File: src/hw/axi_sub_pkg.sv
// AXI subset definitions
// Fixed widths, payload types and the response and burst codes of the
// reduced AXI channel set used by the ID remapper
`default_nettype none

package axi_sub_pkg;

    localparam int unsigned ADDR_WIDTH = 32;
    localparam int unsigned DATA_WIDTH = 32;
    localparam int unsigned LEN_WIDTH  = 8;
    localparam int unsigned STRB_WIDTH = DATA_WIDTH / 8;

    typedef logic [ADDR_WIDTH-1:0] addr_t;
    typedef logic [DATA_WIDTH-1:0] data_t;
    typedef logic [STRB_WIDTH-1:0] strb_t;
    typedef logic [LEN_WIDTH-1:0]  len_t;

    // Response codes on B and R
    typedef enum logic [1:0] {
        OKAY   = 2'b00,
        EXOKAY = 2'b01,
        SLVERR = 2'b10,
        DECERR = 2'b11
    } resp_e;

    // Burst codes as defined by AXI, kept for traffic generation
    typedef enum logic [1:0] {
        BURST_FIXED = 2'b00,
        BURST_INCR  = 2'b01,
        BURST_WRAP  = 2'b10
    } burst_e;

endpackage

`default_nettype wire

File: src/hw/remap_pkg.sv
// Remap table definitions
// Slot state encoding and the default number of table entries
`default_nettype none

package remap_pkg;

    // State of one table entry
    typedef enum logic {
        SLOT_FREE = 1'b0,
        SLOT_BUSY = 1'b1
    } slot_state_e;

    // Outstanding transactions per direction
    localparam int unsigned DEFAULT_TABLE_SIZE = 4;

endpackage

`default_nettype wire

File: src/hw/remap_if.sv
// Remap table port bundle
// Allocation and release requests from the control logic to one slot table,
// and the table's status and looked-up IDs back
`timescale 1ns/1ns
`default_nettype none

interface remap_if #(
    parameter int unsigned ID_IN_WIDTH  = 8,
    parameter int unsigned ID_OUT_WIDTH = 2,
    parameter int unsigned TABLE_SIZE   = 4
);

    // Requests from the control side
    logic                    alloc;
    logic [ID_IN_WIDTH-1:0]  orig_id;
    logic                    rel;
    logic [ID_OUT_WIDTH-1:0] rel_id;

    // Status and lookups from the table
    logic                    full;
    logic [ID_OUT_WIDTH-1:0] new_id;
    logic [ID_IN_WIDTH-1:0]  rel_orig_id;
    logic                    empty;

    // Every slot index must be expressible as an outgoing ID
    if (TABLE_SIZE < 1 || TABLE_SIZE > (1 << ID_OUT_WIDTH)) begin : g_size_check
        $error("remap_if: TABLE_SIZE %0d does not fit ID_OUT_WIDTH %0d",
               TABLE_SIZE, ID_OUT_WIDTH);
    end

    modport ctrl (
        output alloc, orig_id, rel, rel_id,
        input  full, new_id, rel_orig_id, empty
    );

    modport tbl (
        input  alloc, orig_id, rel, rel_id,
        output full, new_id, rel_orig_id, empty
    );

endinterface

`default_nettype wire

File: src/hw/id_remap_top.sv
// AXI ID remapper
// Narrows wide manager IDs to slot indices of a per-direction remap table
// and restores them on the way back; W and all payload fields pass through
`timescale 1ns/1ns
`default_nettype none

module id_remap_top #(
    parameter int unsigned ID_IN_WIDTH  = 8,
    parameter int unsigned ID_OUT_WIDTH = 2,
    parameter int unsigned TABLE_SIZE   = remap_pkg::DEFAULT_TABLE_SIZE
) (
    input  wire logic                    clk_i,
    input  wire logic                    rst_ni,

    // Manager facing AW
    input  wire logic                    s_aw_valid_i,
    output wire logic                    s_aw_ready_o,
    input  wire logic [ID_IN_WIDTH-1:0]  s_aw_id_i,
    input  wire axi_sub_pkg::addr_t      s_aw_addr_i,
    input  wire axi_sub_pkg::len_t       s_aw_len_i,
    // Manager facing W
    input  wire logic                    s_w_valid_i,
    output wire logic                    s_w_ready_o,
    input  wire axi_sub_pkg::data_t      s_w_data_i,
    input  wire axi_sub_pkg::strb_t      s_w_strb_i,
    input  wire logic                    s_w_last_i,
    // Manager facing B
    output wire logic                    s_b_valid_o,
    input  wire logic                    s_b_ready_i,
    output wire logic [ID_IN_WIDTH-1:0]  s_b_id_o,
    output wire axi_sub_pkg::resp_e      s_b_resp_o,
    // Manager facing AR
    input  wire logic                    s_ar_valid_i,
    output wire logic                    s_ar_ready_o,
    input  wire logic [ID_IN_WIDTH-1:0]  s_ar_id_i,
    input  wire axi_sub_pkg::addr_t      s_ar_addr_i,
    input  wire axi_sub_pkg::len_t       s_ar_len_i,
    // Manager facing R
    output wire logic                    s_r_valid_o,
    input  wire logic                    s_r_ready_i,
    output wire logic [ID_IN_WIDTH-1:0]  s_r_id_o,
    output wire axi_sub_pkg::data_t      s_r_data_o,
    output wire axi_sub_pkg::resp_e      s_r_resp_o,
    output wire logic                    s_r_last_o,

    // Subordinate facing AW
    output wire logic                    m_aw_valid_o,
    input  wire logic                    m_aw_ready_i,
    output wire logic [ID_OUT_WIDTH-1:0] m_aw_id_o,
    output wire axi_sub_pkg::addr_t      m_aw_addr_o,
    output wire axi_sub_pkg::len_t       m_aw_len_o,
    // Subordinate facing W
    output wire logic                    m_w_valid_o,
    input  wire logic                    m_w_ready_i,
    output wire axi_sub_pkg::data_t      m_w_data_o,
    output wire axi_sub_pkg::strb_t      m_w_strb_o,
    output wire logic                    m_w_last_o,
    // Subordinate facing B
    input  wire logic                    m_b_valid_i,
    output wire logic                    m_b_ready_o,
    input  wire logic [ID_OUT_WIDTH-1:0] m_b_id_i,
    input  wire axi_sub_pkg::resp_e      m_b_resp_i,
    // Subordinate facing AR
    output wire logic                    m_ar_valid_o,
    input  wire logic                    m_ar_ready_i,
    output wire logic [ID_OUT_WIDTH-1:0] m_ar_id_o,
    output wire axi_sub_pkg::addr_t      m_ar_addr_o,
    output wire axi_sub_pkg::len_t       m_ar_len_o,
    // Subordinate facing R
    input  wire logic                    m_r_valid_i,
    output wire logic                    m_r_ready_o,
    input  wire logic [ID_OUT_WIDTH-1:0] m_r_id_i,
    input  wire axi_sub_pkg::data_t      m_r_data_i,
    input  wire axi_sub_pkg::resp_e      m_r_resp_i,
    input  wire logic                    m_r_last_i
);

    remap_if #(
        .ID_IN_WIDTH  (ID_IN_WIDTH),
        .ID_OUT_WIDTH (ID_OUT_WIDTH),
        .TABLE_SIZE   (TABLE_SIZE)
    ) wr_if ();

    remap_if #(
        .ID_IN_WIDTH  (ID_IN_WIDTH),
        .ID_OUT_WIDTH (ID_OUT_WIDTH),
        .TABLE_SIZE   (TABLE_SIZE)
    ) rd_if ();

    // Payload fields are untouched
    assign m_aw_addr_o = s_aw_addr_i;
    assign m_aw_len_o  = s_aw_len_i;
    assign m_ar_addr_o = s_ar_addr_i;
    assign m_ar_len_o  = s_ar_len_i;

    // W carries no ID, the whole channel passes straight through
    assign m_w_valid_o = s_w_valid_i;
    assign s_w_ready_o = m_w_ready_i;
    assign m_w_data_o  = s_w_data_i;
    assign m_w_strb_o  = s_w_strb_i;
    assign m_w_last_o  = s_w_last_i;

    assign s_b_resp_o  = m_b_resp_i;
    assign s_r_data_o  = m_r_data_i;
    assign s_r_resp_o  = m_r_resp_i;
    assign s_r_last_o  = m_r_last_i;

    remap_ctrl #(
        .ID_IN_WIDTH  (ID_IN_WIDTH),
        .ID_OUT_WIDTH (ID_OUT_WIDTH),
        .TABLE_SIZE   (TABLE_SIZE)
    ) i_remap_ctrl (
        .s_aw_valid_i (s_aw_valid_i),
        .s_aw_ready_o (s_aw_ready_o),
        .s_aw_id_i    (s_aw_id_i),
        .s_ar_valid_i (s_ar_valid_i),
        .s_ar_ready_o (s_ar_ready_o),
        .s_ar_id_i    (s_ar_id_i),
        .s_b_valid_o  (s_b_valid_o),
        .s_b_ready_i  (s_b_ready_i),
        .s_b_id_o     (s_b_id_o),
        .s_r_valid_o  (s_r_valid_o),
        .s_r_ready_i  (s_r_ready_i),
        .s_r_id_o     (s_r_id_o),
        .m_aw_valid_o (m_aw_valid_o),
        .m_aw_ready_i (m_aw_ready_i),
        .m_aw_id_o    (m_aw_id_o),
        .m_ar_valid_o (m_ar_valid_o),
        .m_ar_ready_i (m_ar_ready_i),
        .m_ar_id_o    (m_ar_id_o),
        .m_b_valid_i  (m_b_valid_i),
        .m_b_ready_o  (m_b_ready_o),
        .m_b_id_i     (m_b_id_i),
        .m_r_valid_i  (m_r_valid_i),
        .m_r_ready_o  (m_r_ready_o),
        .m_r_id_i     (m_r_id_i),
        .m_r_last_i   (m_r_last_i),
        .wr           (wr_if.ctrl),
        .rd           (rd_if.ctrl)
    );

    // AW/B slot table
    remap_table #(
        .ID_IN_WIDTH  (ID_IN_WIDTH),
        .ID_OUT_WIDTH (ID_OUT_WIDTH),
        .TABLE_SIZE   (TABLE_SIZE)
    ) i_wr_table (
        .clk_i  (clk_i),
        .rst_ni (rst_ni),
        .tbl    (wr_if.tbl)
    );

    // AR/R slot table
    remap_table #(
        .ID_IN_WIDTH  (ID_IN_WIDTH),
        .ID_OUT_WIDTH (ID_OUT_WIDTH),
        .TABLE_SIZE   (TABLE_SIZE)
    ) i_rd_table (
        .clk_i  (clk_i),
        .rst_ni (rst_ni),
        .tbl    (rd_if.tbl)
    );

endmodule

`default_nettype wire

File: src/hw/remap_ctrl.sv
// Remapper handshake control
// Gates the AW, AR, B and R handshakes with the table status, turns
// completed handshakes into allocate and release strobes and routes the
// remapped IDs onto the channels
`timescale 1ns/1ns
`default_nettype none

module remap_ctrl #(
    parameter int unsigned ID_IN_WIDTH  = 8,
    parameter int unsigned ID_OUT_WIDTH = 2,
    parameter int unsigned TABLE_SIZE   = 4
) (
    // Manager side
    input  wire logic                    s_aw_valid_i,
    output wire logic                    s_aw_ready_o,
    input  wire logic [ID_IN_WIDTH-1:0]  s_aw_id_i,
    input  wire logic                    s_ar_valid_i,
    output wire logic                    s_ar_ready_o,
    input  wire logic [ID_IN_WIDTH-1:0]  s_ar_id_i,
    output wire logic                    s_b_valid_o,
    input  wire logic                    s_b_ready_i,
    output wire logic [ID_IN_WIDTH-1:0]  s_b_id_o,
    output wire logic                    s_r_valid_o,
    input  wire logic                    s_r_ready_i,
    output wire logic [ID_IN_WIDTH-1:0]  s_r_id_o,

    // Subordinate side
    output wire logic                    m_aw_valid_o,
    input  wire logic                    m_aw_ready_i,
    output wire logic [ID_OUT_WIDTH-1:0] m_aw_id_o,
    output wire logic                    m_ar_valid_o,
    input  wire logic                    m_ar_ready_i,
    output wire logic [ID_OUT_WIDTH-1:0] m_ar_id_o,
    input  wire logic                    m_b_valid_i,
    output wire logic                    m_b_ready_o,
    input  wire logic [ID_OUT_WIDTH-1:0] m_b_id_i,
    input  wire logic                    m_r_valid_i,
    output wire logic                    m_r_ready_o,
    input  wire logic [ID_OUT_WIDTH-1:0] m_r_id_i,
    input  wire logic                    m_r_last_i,

    // Write and read tables
    remap_if.ctrl                        wr,
    remap_if.ctrl                        rd
);

    // Write address: hold off the manager while no slot is free
    assign m_aw_valid_o = s_aw_valid_i & ~wr.full;
    assign s_aw_ready_o = m_aw_ready_i & ~wr.full;
    assign m_aw_id_o    = wr.new_id;
    assign wr.orig_id   = s_aw_id_i;
    assign wr.alloc     = s_aw_valid_i & m_aw_ready_i & ~wr.full;

    // Write response: nothing can be outstanding while the table is empty
    assign s_b_valid_o  = m_b_valid_i & ~wr.empty;
    assign m_b_ready_o  = s_b_ready_i & ~wr.empty;
    assign wr.rel_id    = m_b_id_i;
    assign s_b_id_o     = wr.rel_orig_id;
    assign wr.rel       = m_b_valid_i & s_b_ready_i & ~wr.empty;

    // Read address
    assign m_ar_valid_o = s_ar_valid_i & ~rd.full;
    assign s_ar_ready_o = m_ar_ready_i & ~rd.full;
    assign m_ar_id_o    = rd.new_id;
    assign rd.orig_id   = s_ar_id_i;
    assign rd.alloc     = s_ar_valid_i & m_ar_ready_i & ~rd.full;

    // Read data, every beat carries the restored ID
    assign s_r_valid_o  = m_r_valid_i & ~rd.empty;
    assign m_r_ready_o  = s_r_ready_i & ~rd.empty;
    assign rd.rel_id    = m_r_id_i;
    assign s_r_id_o     = rd.rel_orig_id;

    // Slot stays busy until the last beat of the burst
    assign rd.rel       = m_r_valid_i & s_r_ready_i & m_r_last_i & ~rd.empty;

endmodule

`default_nettype wire

File: src/hw/remap_table.sv
// Remap slot table
// Hands out the lowest free slot as the narrow ID, keeps the original wide
// ID per slot and returns it when the slot is looked up and released
`timescale 1ns/1ns
`default_nettype none

module remap_table #(
    parameter int unsigned ID_IN_WIDTH  = 8,
    parameter int unsigned ID_OUT_WIDTH = 2,
    parameter int unsigned TABLE_SIZE   = 4
) (
    input  wire logic clk_i,
    input  wire logic rst_ni,
    remap_if.tbl      tbl
);

    import remap_pkg::*;

    localparam int unsigned IDX_WIDTH = (TABLE_SIZE > 1) ? $clog2(TABLE_SIZE) : 1;

    slot_state_e            state_q [TABLE_SIZE];
    logic [ID_IN_WIDTH-1:0] orig_q  [TABLE_SIZE];

    logic [IDX_WIDTH-1:0] free_idx;
    logic                 any_free;
    logic                 any_busy;
    logic                 alloc_en;
    logic [IDX_WIDTH-1:0] rel_idx;
    logic                 rel_in_range;
    logic                 rel_en;

    // Scan downwards so the lowest free index wins
    always_comb begin
        free_idx = '0;
        any_free = 1'b0;
        any_busy = 1'b0;
        for (int i = TABLE_SIZE - 1; i >= 0; i--) begin
            if (state_q[i] == SLOT_FREE) begin
                free_idx = IDX_WIDTH'(i);
                any_free = 1'b1;
            end else begin
                any_busy = 1'b1;
            end
        end
    end

    assign tbl.full   = ~any_free;
    assign tbl.empty  = ~any_busy;
    assign tbl.new_id = ID_OUT_WIDTH'(free_idx);

    // A full table ignores a stray allocation request
    assign alloc_en = tbl.alloc & any_free;

    // Returned IDs outside the table never name a slot
    assign rel_idx      = tbl.rel_id[IDX_WIDTH-1:0];
    assign rel_in_range = (int'(tbl.rel_id) < TABLE_SIZE);
    assign rel_en       = tbl.rel & rel_in_range;

    assign tbl.rel_orig_id = rel_in_range ? orig_q[rel_idx] : '0;

    // Allocated and released slots always differ, so both apply on one edge
    always_ff @(posedge clk_i or negedge rst_ni) begin
        if (!rst_ni) begin
            for (int i = 0; i < TABLE_SIZE; i++) begin
                state_q[i] <= SLOT_FREE;
            end
        end else begin
            for (int i = 0; i < TABLE_SIZE; i++) begin
                if (alloc_en && (int'(free_idx) == i)) begin
                    state_q[i] <= SLOT_BUSY;
                end else if (rel_en && (int'(rel_idx) == i)) begin
                    state_q[i] <= SLOT_FREE;
                end
            end
        end
    end

    // Original ID of the slot being allocated
    always_ff @(posedge clk_i) begin
        if (alloc_en) begin
            orig_q[free_idx] <= tbl.orig_id;
        end
    end

endmodule

`default_nettype wire

File: config.mk
export PLATFORM = sky130hd
export DESIGN_NAME = id_remap_top
export DESIGN_NICKNAME = d
export VERILOG_FILES = /design/src/hw/axi_sub_pkg.sv /design/src/hw/remap_pkg.sv /design/src/hw/remap_if.sv /design/src/hw/id_remap_top.sv /design/src/hw/remap_ctrl.sv /design/src/hw/remap_table.sv
export SDC_FILE = /design/constraint.sdc
export NUM_CORES = 1
export LEC_CHECK = 0
export BUFFER_PORTS_ARGS = -buffer_cell sky130_fd_sc_hd__buf_4
export CAP_MARGIN = 20
export CELL_PAD_IN_SITES_DETAIL_PLACEMENT = 0
export CELL_PAD_IN_SITES_GLOBAL_PLACEMENT = 1
export CORE_AREA = 2 2 142 144
export DETAILED_ROUTE_END_ITERATION = 7
export DIE_AREA = 0 0 144 146
export PLACE_DENSITY_LB_ADDON = 0.1
export SLEW_MARGIN = 20
export SYNTH_ARGS = -nofsm -noshare
export SYNTH_HDL_FRONTEND = slang
export SYNTH_SLANG_ARGS = --single-unit
File: constraint.sdc
create_clock -name clk_i -period 4.05 [get_ports clk_i]
set_input_delay 0.81 -clock clk_i [delete_from_list [all_inputs] [get_ports clk_i]]
set_output_delay 0.81 -clock clk_i [all_outputs]
set_load 0.02 [all_outputs]
# == Yosys cells after proc, flatten, opt, wreduce, memory -nomap -nowiden ==
# Memory sizes are Yosys's and may differ from the RTL's.
# Cells that the tools add are included.
# word_totals
reg_bits,8
ram_bits,64
elab_cells,113
n_memories,2
# op_classes
eq_ne,12
n_mux,44
bitwise,19
reduce_logical,28
# mem_list
name,words,width,read_ports,rd_clocked_by_memory_dff,write_ports,line,source
i_rd_table.orig_q,4,8,1,0,1,remap_table.sv:22,logic [ID_IN_WIDTH-1:0] orig_q [TABLE_SIZE];
i_wr_table.orig_q,4,8,1,0,1,remap_table.sv:22,
# ops
cell,count
2-to-1 mux 1 bit,36
AND 1 bit,19
"== test 2 bit, second input constant",8
logical AND 1 bit,16
2-to-1 mux 2 bit,8
nonzero test 2 bit,8
"== test 2 x 1 -> 1 bit, second input constant",4
zero test 2 bit,4

# == Logic depth before layout (Yosys ltp) ==
# Gate-level depths: netlist (run 1).
# logic_depth
ltp_word,8
mapped_depth,4
ltp_nobuf,3

# == By module ==
# From an unflattened synthesis (run 1), not the netlist that was laid out.
# hier_totals
hier_cells,347
hier_area_um2,4356.7
# modules_own_cells
module,n_inst,cells_each,area_each_um2
remap_table at i_wr_table,1,71,1400.1
remap_table at i_rd_table,1,68,1393.8
id_remap_top,1,156,1171.1
remap_ctrl,1,52,391.6

# == Least setup slack after synthesis (run 1) ==
# OpenSTA, ideal clock, no wires.
# synth_path
path_kind,in2out
start,input m_b_id_i[0]
end,output s_b_id_o[0]
arrival_time_ns,1.524
required_ns,3.240
path_slack_ns,1.716
stages,2
path_buffers,1
cell_sequence,buf_6 -> mux4_2
# synth_via
elab_chain_len,1
# synth_rtl
item,line,source
start: declaration,id_remap_top.sv:61,"input wire logic [ID_OUT_WIDTH-1:0] m_b_id_i,"
memory (4 x 8 bit),-,
end: declaration,id_remap_top.sv:30,"output wire logic [ID_IN_WIDTH-1:0] s_b_id_o,"
# Every way passes these cells.

# == Worst setup path in the final report (run 1) ==
# layout_path
start,input m_r_id_i[0]
end,output s_r_id_o[7]
# layout_via
elab_chain_len,1
# layout_rtl
item,line,source
start: declaration,id_remap_top.sv:72,"input wire logic [ID_OUT_WIDTH-1:0] m_r_id_i,"
memory (4 x 8 bit),-,
end: declaration,id_remap_top.sv:41,"output wire logic [ID_IN_WIDTH-1:0] s_r_id_o,"
# Every way passes these cells.

==> results of run 1 <==
worst max-delay path, cell delays in order:
cell and delay [ns]:
buf_4 0.22, mux4_1 0.58, buf_4 0.17
flip-flops by register name, summed over array words and instances, names as in the netlist:
signal,count
i_wr_table.orig_q,32
i_rd_table.orig_q,32
i_rd_table.state_q,4
i_wr_table.state_q,4
final cells by class:
| cell class | count | share of cell area (%) |
|---|---|---|
| multi-input combinational | 69 | 17.20 |
| inverter | 2 | 0.1947 |
| clock inverter | 7 | 1.623 |
| sequential | 72 | 55.05 |
| clock buffer | 9 | 5.842 |
| timing repair buffer | 59 | 11.49 |
| tap | 265 | 8.601 |
kinds of logic after synthesis:
group           share of synthesized area, %
flops                                  53.07
simple gates                           4.506
mux                                    9.105
compound gates                         2.785
buf+inv                                30.54
Yosys cell counts, drive strengths merged:
cell type | instances | share of area, %
buf | 162 | 30
edfxtp | 64 | 48
mux4 | 16 | 9.1
o21ai | 11 | 1.4
dfrtp | 8 | 5.0
nor2 | 7 | 0.66
nand2 | 5 | 0.47
nand4 | 5 | 0.78
and2 | 4 | 0.63
nor2b | 4 | 0.63
nand3 | 3 | 0.38
o31ai | 3 | 0.56
a21boi | 2 | 0.38
a21oi | 2 | 0.25
inv | 2 | 0.19
nand2b | 2 | 0.31
nor4 | 2 | 0.31
nor3b | 1 | 0.19
o31a | 1 | 0.22
or2 | 1 | 0.16
routing by layer:
| metal | up-vias | part of all wire [%] | track usage, % |
|---|---|---|---|
| li1 | 728 | - | - |
| met1 | 847 | 35 | 7.632 |
| met2 | 139 | 47 | 12.12 |
| met3 | 65 | 12 | 5.429 |
| met4 | 0 | 6.7 | 6.373 |
| met5 | - | 0 | 0 |
power by group through the flow:
stage / clock network (W) / logic [W] / registers [W]
after floorplan: 0 / 0.000474 / 0.000967
after global placement: 0 / 0.000416 / 0.00102
after detailed placement: 0 / 0.000413 / 0.00101
after CTS: 0.000791 / 0.000414 / 0.000998
after global routing: 0.000817 / 0.000442 / 0.00101
final: 0.000758 / 0.000400 / 0.000997
per-stage QoR:
| stage | util, % | hold slack (ns) | area [um^2] |
|---|---|---|---|
| after floorplan | - | 0.5144 | 3999 |
| after global placement | 18.44 | 0.5904 | 3565 |
| after detailed placement | 18.44 | 0.6106 | 3565 |
| after CTS | 19.92 | 0.2682 | 3852 |
| after global routing | 19.94 | 0.2723 | 3855 |
| final | 19.94 | 0.2854 | 3855 |
worst max-delay path by stage:
stage / start / to / slack (ns)
6_report: m_r_id_i[0] / s_r_id_o[7] / 1.45
4_1_cts: m_r_id_i[0] / s_r_id_o[7] / 1.43
5_1_grt: m_r_id_i[0] / s_r_id_o[7] / 1.40
3_3_place_gp: m_r_id_i[0] / s_r_id_o[7] / 1.42
3_5_place_dp: m_r_id_i[0] / s_r_id_o[7] / 1.42
2_1_floorplan: m_b_id_i[0] / s_b_id_o[0] / 1.72
==> results by group, run 1 <==
Worst setup path
  – R2r endpoint: i_rd_table.orig_q[2][6]$_DFFE_PP_
  – Critical Path AT: 1.79 ns
  – Startpoint types: input port
  – Internal reg-to-reg setup slack: 2.13 ns
  – Worst r2r path cells: 2
  – Max FO, Critical Path: 11
  – Worst r2r src: i_rd_table.state_q[3]$_DFFE_PN0P_
  – Crit Path Category: in -> out
  – Endpoint class of the critical path: output pin
  – Worst path required time: 3.24 ns

Synth
  – FF+latch count, synth: 72
  – Cell count after synthesis: 305
  – Seq/Total Area, Yosys: 53.07%
  – Yosys warns: 0
  – Avg Inst Size Synth: 13.11 um^2
  – Cell Area, Synth: 3999 um^2
  – Mapped Nets: 491
  – Distinct cells, synth: 23

Placement
  – Placed cells: 467
  – Hpwl dp: 5948 um
  – Routability Congestion: 0.6531
  – I/O Buffers: 59
  – Setup WS pre-CTS: 1.424 ns

Die
  – Die ar.: 21,020 um^2
  – Starting Density: 20.68%
  – Num rows: 51
  – Num ports: 370
  – Horiz. Die Dim: 144 um
  – Vert. Die Dim: 146 um
  – Total core area: 19,330 um^2

Detailed routing
  – Post-DR wirelength/cell: 17.33 um
  – TritonRoute pass-1 iters: 6
  – Routed wire length: 8368 um
  – Iteration-0 DRC Markers: 85
  – Routed Antenna Nets: 0
  – Via density: 3.683
  – Routed via count: 1,779
  – DRC: 0

Clocking
  – Worst skew pair latency: 0.33 ns
  – Clock buffer depth: 2
  – Clk slew on worst S/H paths: 0.06 ns
  – Clock Sinks: 72
  – Htree depth: 3
  – CTS buffer count: 9
  – Post-CTS Resized: 0
  – # Post-CTS Setup Buffers: 0
  – Hold buffer count at CTS: 0
  – Clock tree from TritonCTS: yes
  – Root buf cell: clkbuf_16

Pwr
  – Peak supply drop: 0.1959 mV
  – Power Dens Cells: 559.2 nW/um^2
  – Comb power frac: 18.6%
  – Sw Ratio: 28.05%
  – Seq pwr share: 46.3%
  – Clk pwr share: 35.2%
  – Internal power: 0.001551 W
  – Pwr Total: 0.002156 W
  – Leak pwr: 1.303 nW
  – Net switching power: 0.0006046 W

Global routing
  – GR Util All Layers: 8.072%
  – First-pass GRT wire length: 11,990 um
  – Remaining Overflow, GRT: 0
  – Vias in the first global route: 1,954
  – Initial antenna violation count: 0
  – Largest net degree at the start of global routing: 13

Timing
  – Min Clock Period, post-route: 2.601 ns
  – Unrepaired setup endpoints after global routing: false
  – Pins Over Slew Limit: 0
  – Final Hold Fails: 0
  – Max Fclk: 384.5 MHz
  – Slew headroom: 36.66%
  – TNS Setup: 0 ns
  – Tcrit/Tclk final: 64.21%
  – Clock skew: 0.003582 ns
  – PnR worst setup slack: 1.449 ns
  – Worst slew pin tran: 0.9466 ns
  – Setup violations, final: 0

Layout
  – Area occupied by multi-input gates: 663.1 um^2
  – Final net count: 399
  – Commonest non-fill, non-tap cell in the layout: edfxtp_1
  – # diodes: 0
  – Syn-to-layout area delta: -3.598%
  – Share of cells above drive strength 1: 41.28%
  – Most frequent cells in the layout: 64 x edfxtp_1, 59 x buf_4, 15 x mux4_2, 11 x o21ai_0, 9 x clkbuf_16
  – Finished Layout Cells: 483
  – Sequential standard cell area: 2122 um^2
  – Number of fillers in the final layout: 2,081

Run status
  – Status: finished clean

Run
  – Max-cap viol count: 0

Hold path
  – Tightest Hold Check Type: in -> async
Power figures use the tool's default switching activity.
==> inputs of run 2 (changes only) <==
- CORE_AREA: 2 2 142 144 -> 2 2 143 145
- DIE_AREA: 0 0 144 146 -> 0 0 145 147
- clock period: 4.05 -> 2.4 ns (I/O delays scaled with it)
==> results by group, run 2 (synthesized netlist as in run 1, its figures left out) <==
Run status
  – Status: finished clean

Placement
  – Routability Congestion: 0.6647 (+1.8%)
  – Hpwl dp: 6011 um (+1.1%)
  – I/O Buffers: 59 (unchanged)

Global routing
  – Remaining Overflow, GRT: 0 (unchanged)
  – Initial antenna violation count: 0 (unchanged)
  – Vias in the first global route: 2,060 (+5.4%)
  – First-pass GRT wire length: 12,820 um (+6.9%)
  – Largest net degree at the start of global routing: 14 (+1)
  – GR Util All Layers: 8.196% (+0.12 points)

Pwr
  – Seq pwr share: 45.4% (-0.9 points)
  – Comb power frac: 18.7% (about the same)
  – Sw Ratio: 28.32% (+0.27 points)
  – Pwr Total: 0.003697 W (+71%)
  – Net switching power: 0.001047 W (+73%)
  – Leak pwr: 1.344 nW (+3.1%)
  – Peak supply drop: 0.3138 mV (+60%)
  – Power Dens Cells: 939.7 nW/um^2 (+68%)
  – Internal power: 0.002650 W (+71%)
  – Clk pwr share: 35.9% (+0.7 points)

Die
  – Vert. Die Dim: 147 um (+0.68%)
  – Horiz. Die Dim: 145 um (+0.69%)
  – Total core area: 19,840 um^2 (+2.6%)
  – Num rows: 52 (+2.0%)
  – Starting Density: 20.15% (-0.53 points)
  – Num ports: 370 (unchanged)
  – Die ar.: 21,320 um^2 (+1.4%)

Clocking
  – Hold buffer count at CTS: 1 (+1)
  – # Post-CTS Setup Buffers: 0 (unchanged)
  – Root buf cell: clkbuf_16
  – Clock Sinks: 72 (unchanged)
  – Worst skew pair latency: 0.34 ns (about the same)
  – Htree depth: 3 (unchanged)
  – Post-CTS Resized: 0 (unchanged)
  – Clock tree from TritonCTS: yes
  – Clock buffer depth: 2 (unchanged)
  – CTS buffer count: 9 (unchanged)
  – Clk slew on worst S/H paths: 0.06 ns (about the same)

Timing
  – Max Fclk: 486.6 MHz
  – Pins Over Slew Limit: 0 (unchanged)
  – Min Clock Period, post-route: 2.055 ns
  – Worst slew pin tran: 0.5017 ns (-0.4448 ns)
  – Unrepaired setup endpoints after global routing: false
  – Clock skew: 0.007826 ns (+0.004244 ns)
  – Tcrit/Tclk final: 85.62%
  – TNS Setup: 0 ns (unchanged)
  – Slew headroom: 66.24% (+30 points)
  – Final Hold Fails: 0 (unchanged)
  – Setup violations, final: 0 (unchanged)

Run
  – Max-cap viol count: 0 (unchanged)

Worst setup path
  – Critical Path AT: 1.57 ns (-0.22 ns)
  – Startpoint types: flop
  – Crit Path Category: reg -> out
  – Worst path required time: 1.92 ns (-1.32 ns)
  – Endpoint class of the critical path: output pin
  – Max FO, Critical Path: 7 (-4)

Detailed routing
  – Via density: 3.656 (-0.74%)
  – Routed Antenna Nets: 0 (unchanged)
  – Post-DR wirelength/cell: 16.97 um (-2.1%)
  – Routed wire length: 8433 um (+0.78%)
  – TritonRoute pass-1 iters: 4 (-2)
  – Routed via count: 1,817 (+2.1%)
  – DRC: 0 (unchanged)
  – Iteration-0 DRC Markers: 85 (unchanged)

Layout
  – Commonest non-fill, non-tap cell in the layout: buf_4
  – Final core utilization: 19.82% (-0.11 points)
  – Syn-to-layout area delta: -1.627%
  – Final net count: 408 (+2.3%)
  – Most frequent cells in the layout: 67 x buf_4, 64 x edfxtp_1, 15 x mux4_2, 11 x o21ai_0, 9 x clkbuf_16
  – Largest regs: i_rd_table.orig_q: 32 flops, i_wr_table.orig_q: 32 flops
  – Share of cells above drive strength 1: 42.73% (+1.4 points)
  – # diodes: 0 (unchanged)

Hold path
  – Tightest Hold Check Type: in -> reg
-- run 2: cell count changes in the layout (fill, tap and decap cells not counted) --
cell,before,now
buf_4,59,67
dlygate4sd3_1,0,1
clkinvlp_4,2,4
clkinv_1,2,0
inv_6,0,1
nor2_2,1,0
nor3b_1,0,1
nor3b_2,1,0
clkinv_2,2,0
clkbuf_1,0,1
nor2_1,6,7
-- run 2: power groups by stage --
stage          Clock (W)  Combinational [W]  Sequential, W
2_1_floorplan          0           0.000800        0.00163
3_3_place_gp           0           0.000721        0.00172
3_5_place_dp           0           0.000716        0.00170
4_1_cts          0.00139           0.000720        0.00168
5_1_grt          0.00142           0.000762        0.00171
6_report         0.00133           0.000691        0.00168
-- run 2: final cells by class --
cell class	count	area, um^2
Fill cell	2138	15910
Sequential cell	72	2122
Multi-Input combinational cell	69	655.6
Timing Repair Buffer	68	513.0
Tap cell	270	337.8
Clock buffer	10	229.0
Clock inverter	6	68.82
Inverter	2	7.507
-- run 2: metal layers --
metal  GRT usage, %  share of wire (%)  wire, um  vias to the layer above
li1               -                  -         -                      743
met2          11.76                 45      3818                      150
met4          5.000                3.8       317                        0
met1          8.426                 37      3156                      869
met5              0                  0         0                        -
met3          6.304                 14      1141                       55
-- run 2: through the flow --
stage               setup slack [ns]  hold WS, ns  cell area [um^2]  instances
floorplan                     0.7263       0.1844              3999        305
CTS                           0.2986       0.3149              3934        497
global placement              0.4219       0.3073              3626        480
detailed placement            0.4083       0.3105              3626        480
global route                  0.2413       0.3265              3934        497
finish                        0.3451       0.3370              3934        497
-- run 2: worst max-delay path, cell delays in order (launching register included) --
cell and delay (ns):
dfrtp_1 0.45, nor4_1 0.51, nor2b_1 0.10, buf_4 0.18
-- run 2: path summary, 6_finish.rpt --
check | slack (ns) | cells past startpoint | from | end
worst max-delay path | 0.35 | 3 | i_wr_table.state_q[1]$_DFFE_PN0P_ | m_b_ready_o
worst min register to register | 0.62 | 1 | i_rd_table.state_q[2]$_DFFE_PN0P_ | i_rd_table.state_q[2]$_DFFE_PN0P_
worst min-delay path | 0.34 | 1 | s_ar_id_i[7] | i_rd_table.orig_q[3][7]$_DFFE_PP_
worst max register to register | 0.95 | 3 | i_wr_table.state_q[3]$_DFFE_PN0P_ | i_wr_table.orig_q[2][7]$_DFFE_PP_
min in group asynchronous | 0.51 | 2 | rst_ni | i_rd_table.state_q[2]$_DFFE_PN0P_
max in group asynchronous | 1.76 | 2 | rst_ni | i_wr_table.state_q[0]$_DFFE_PN0P_
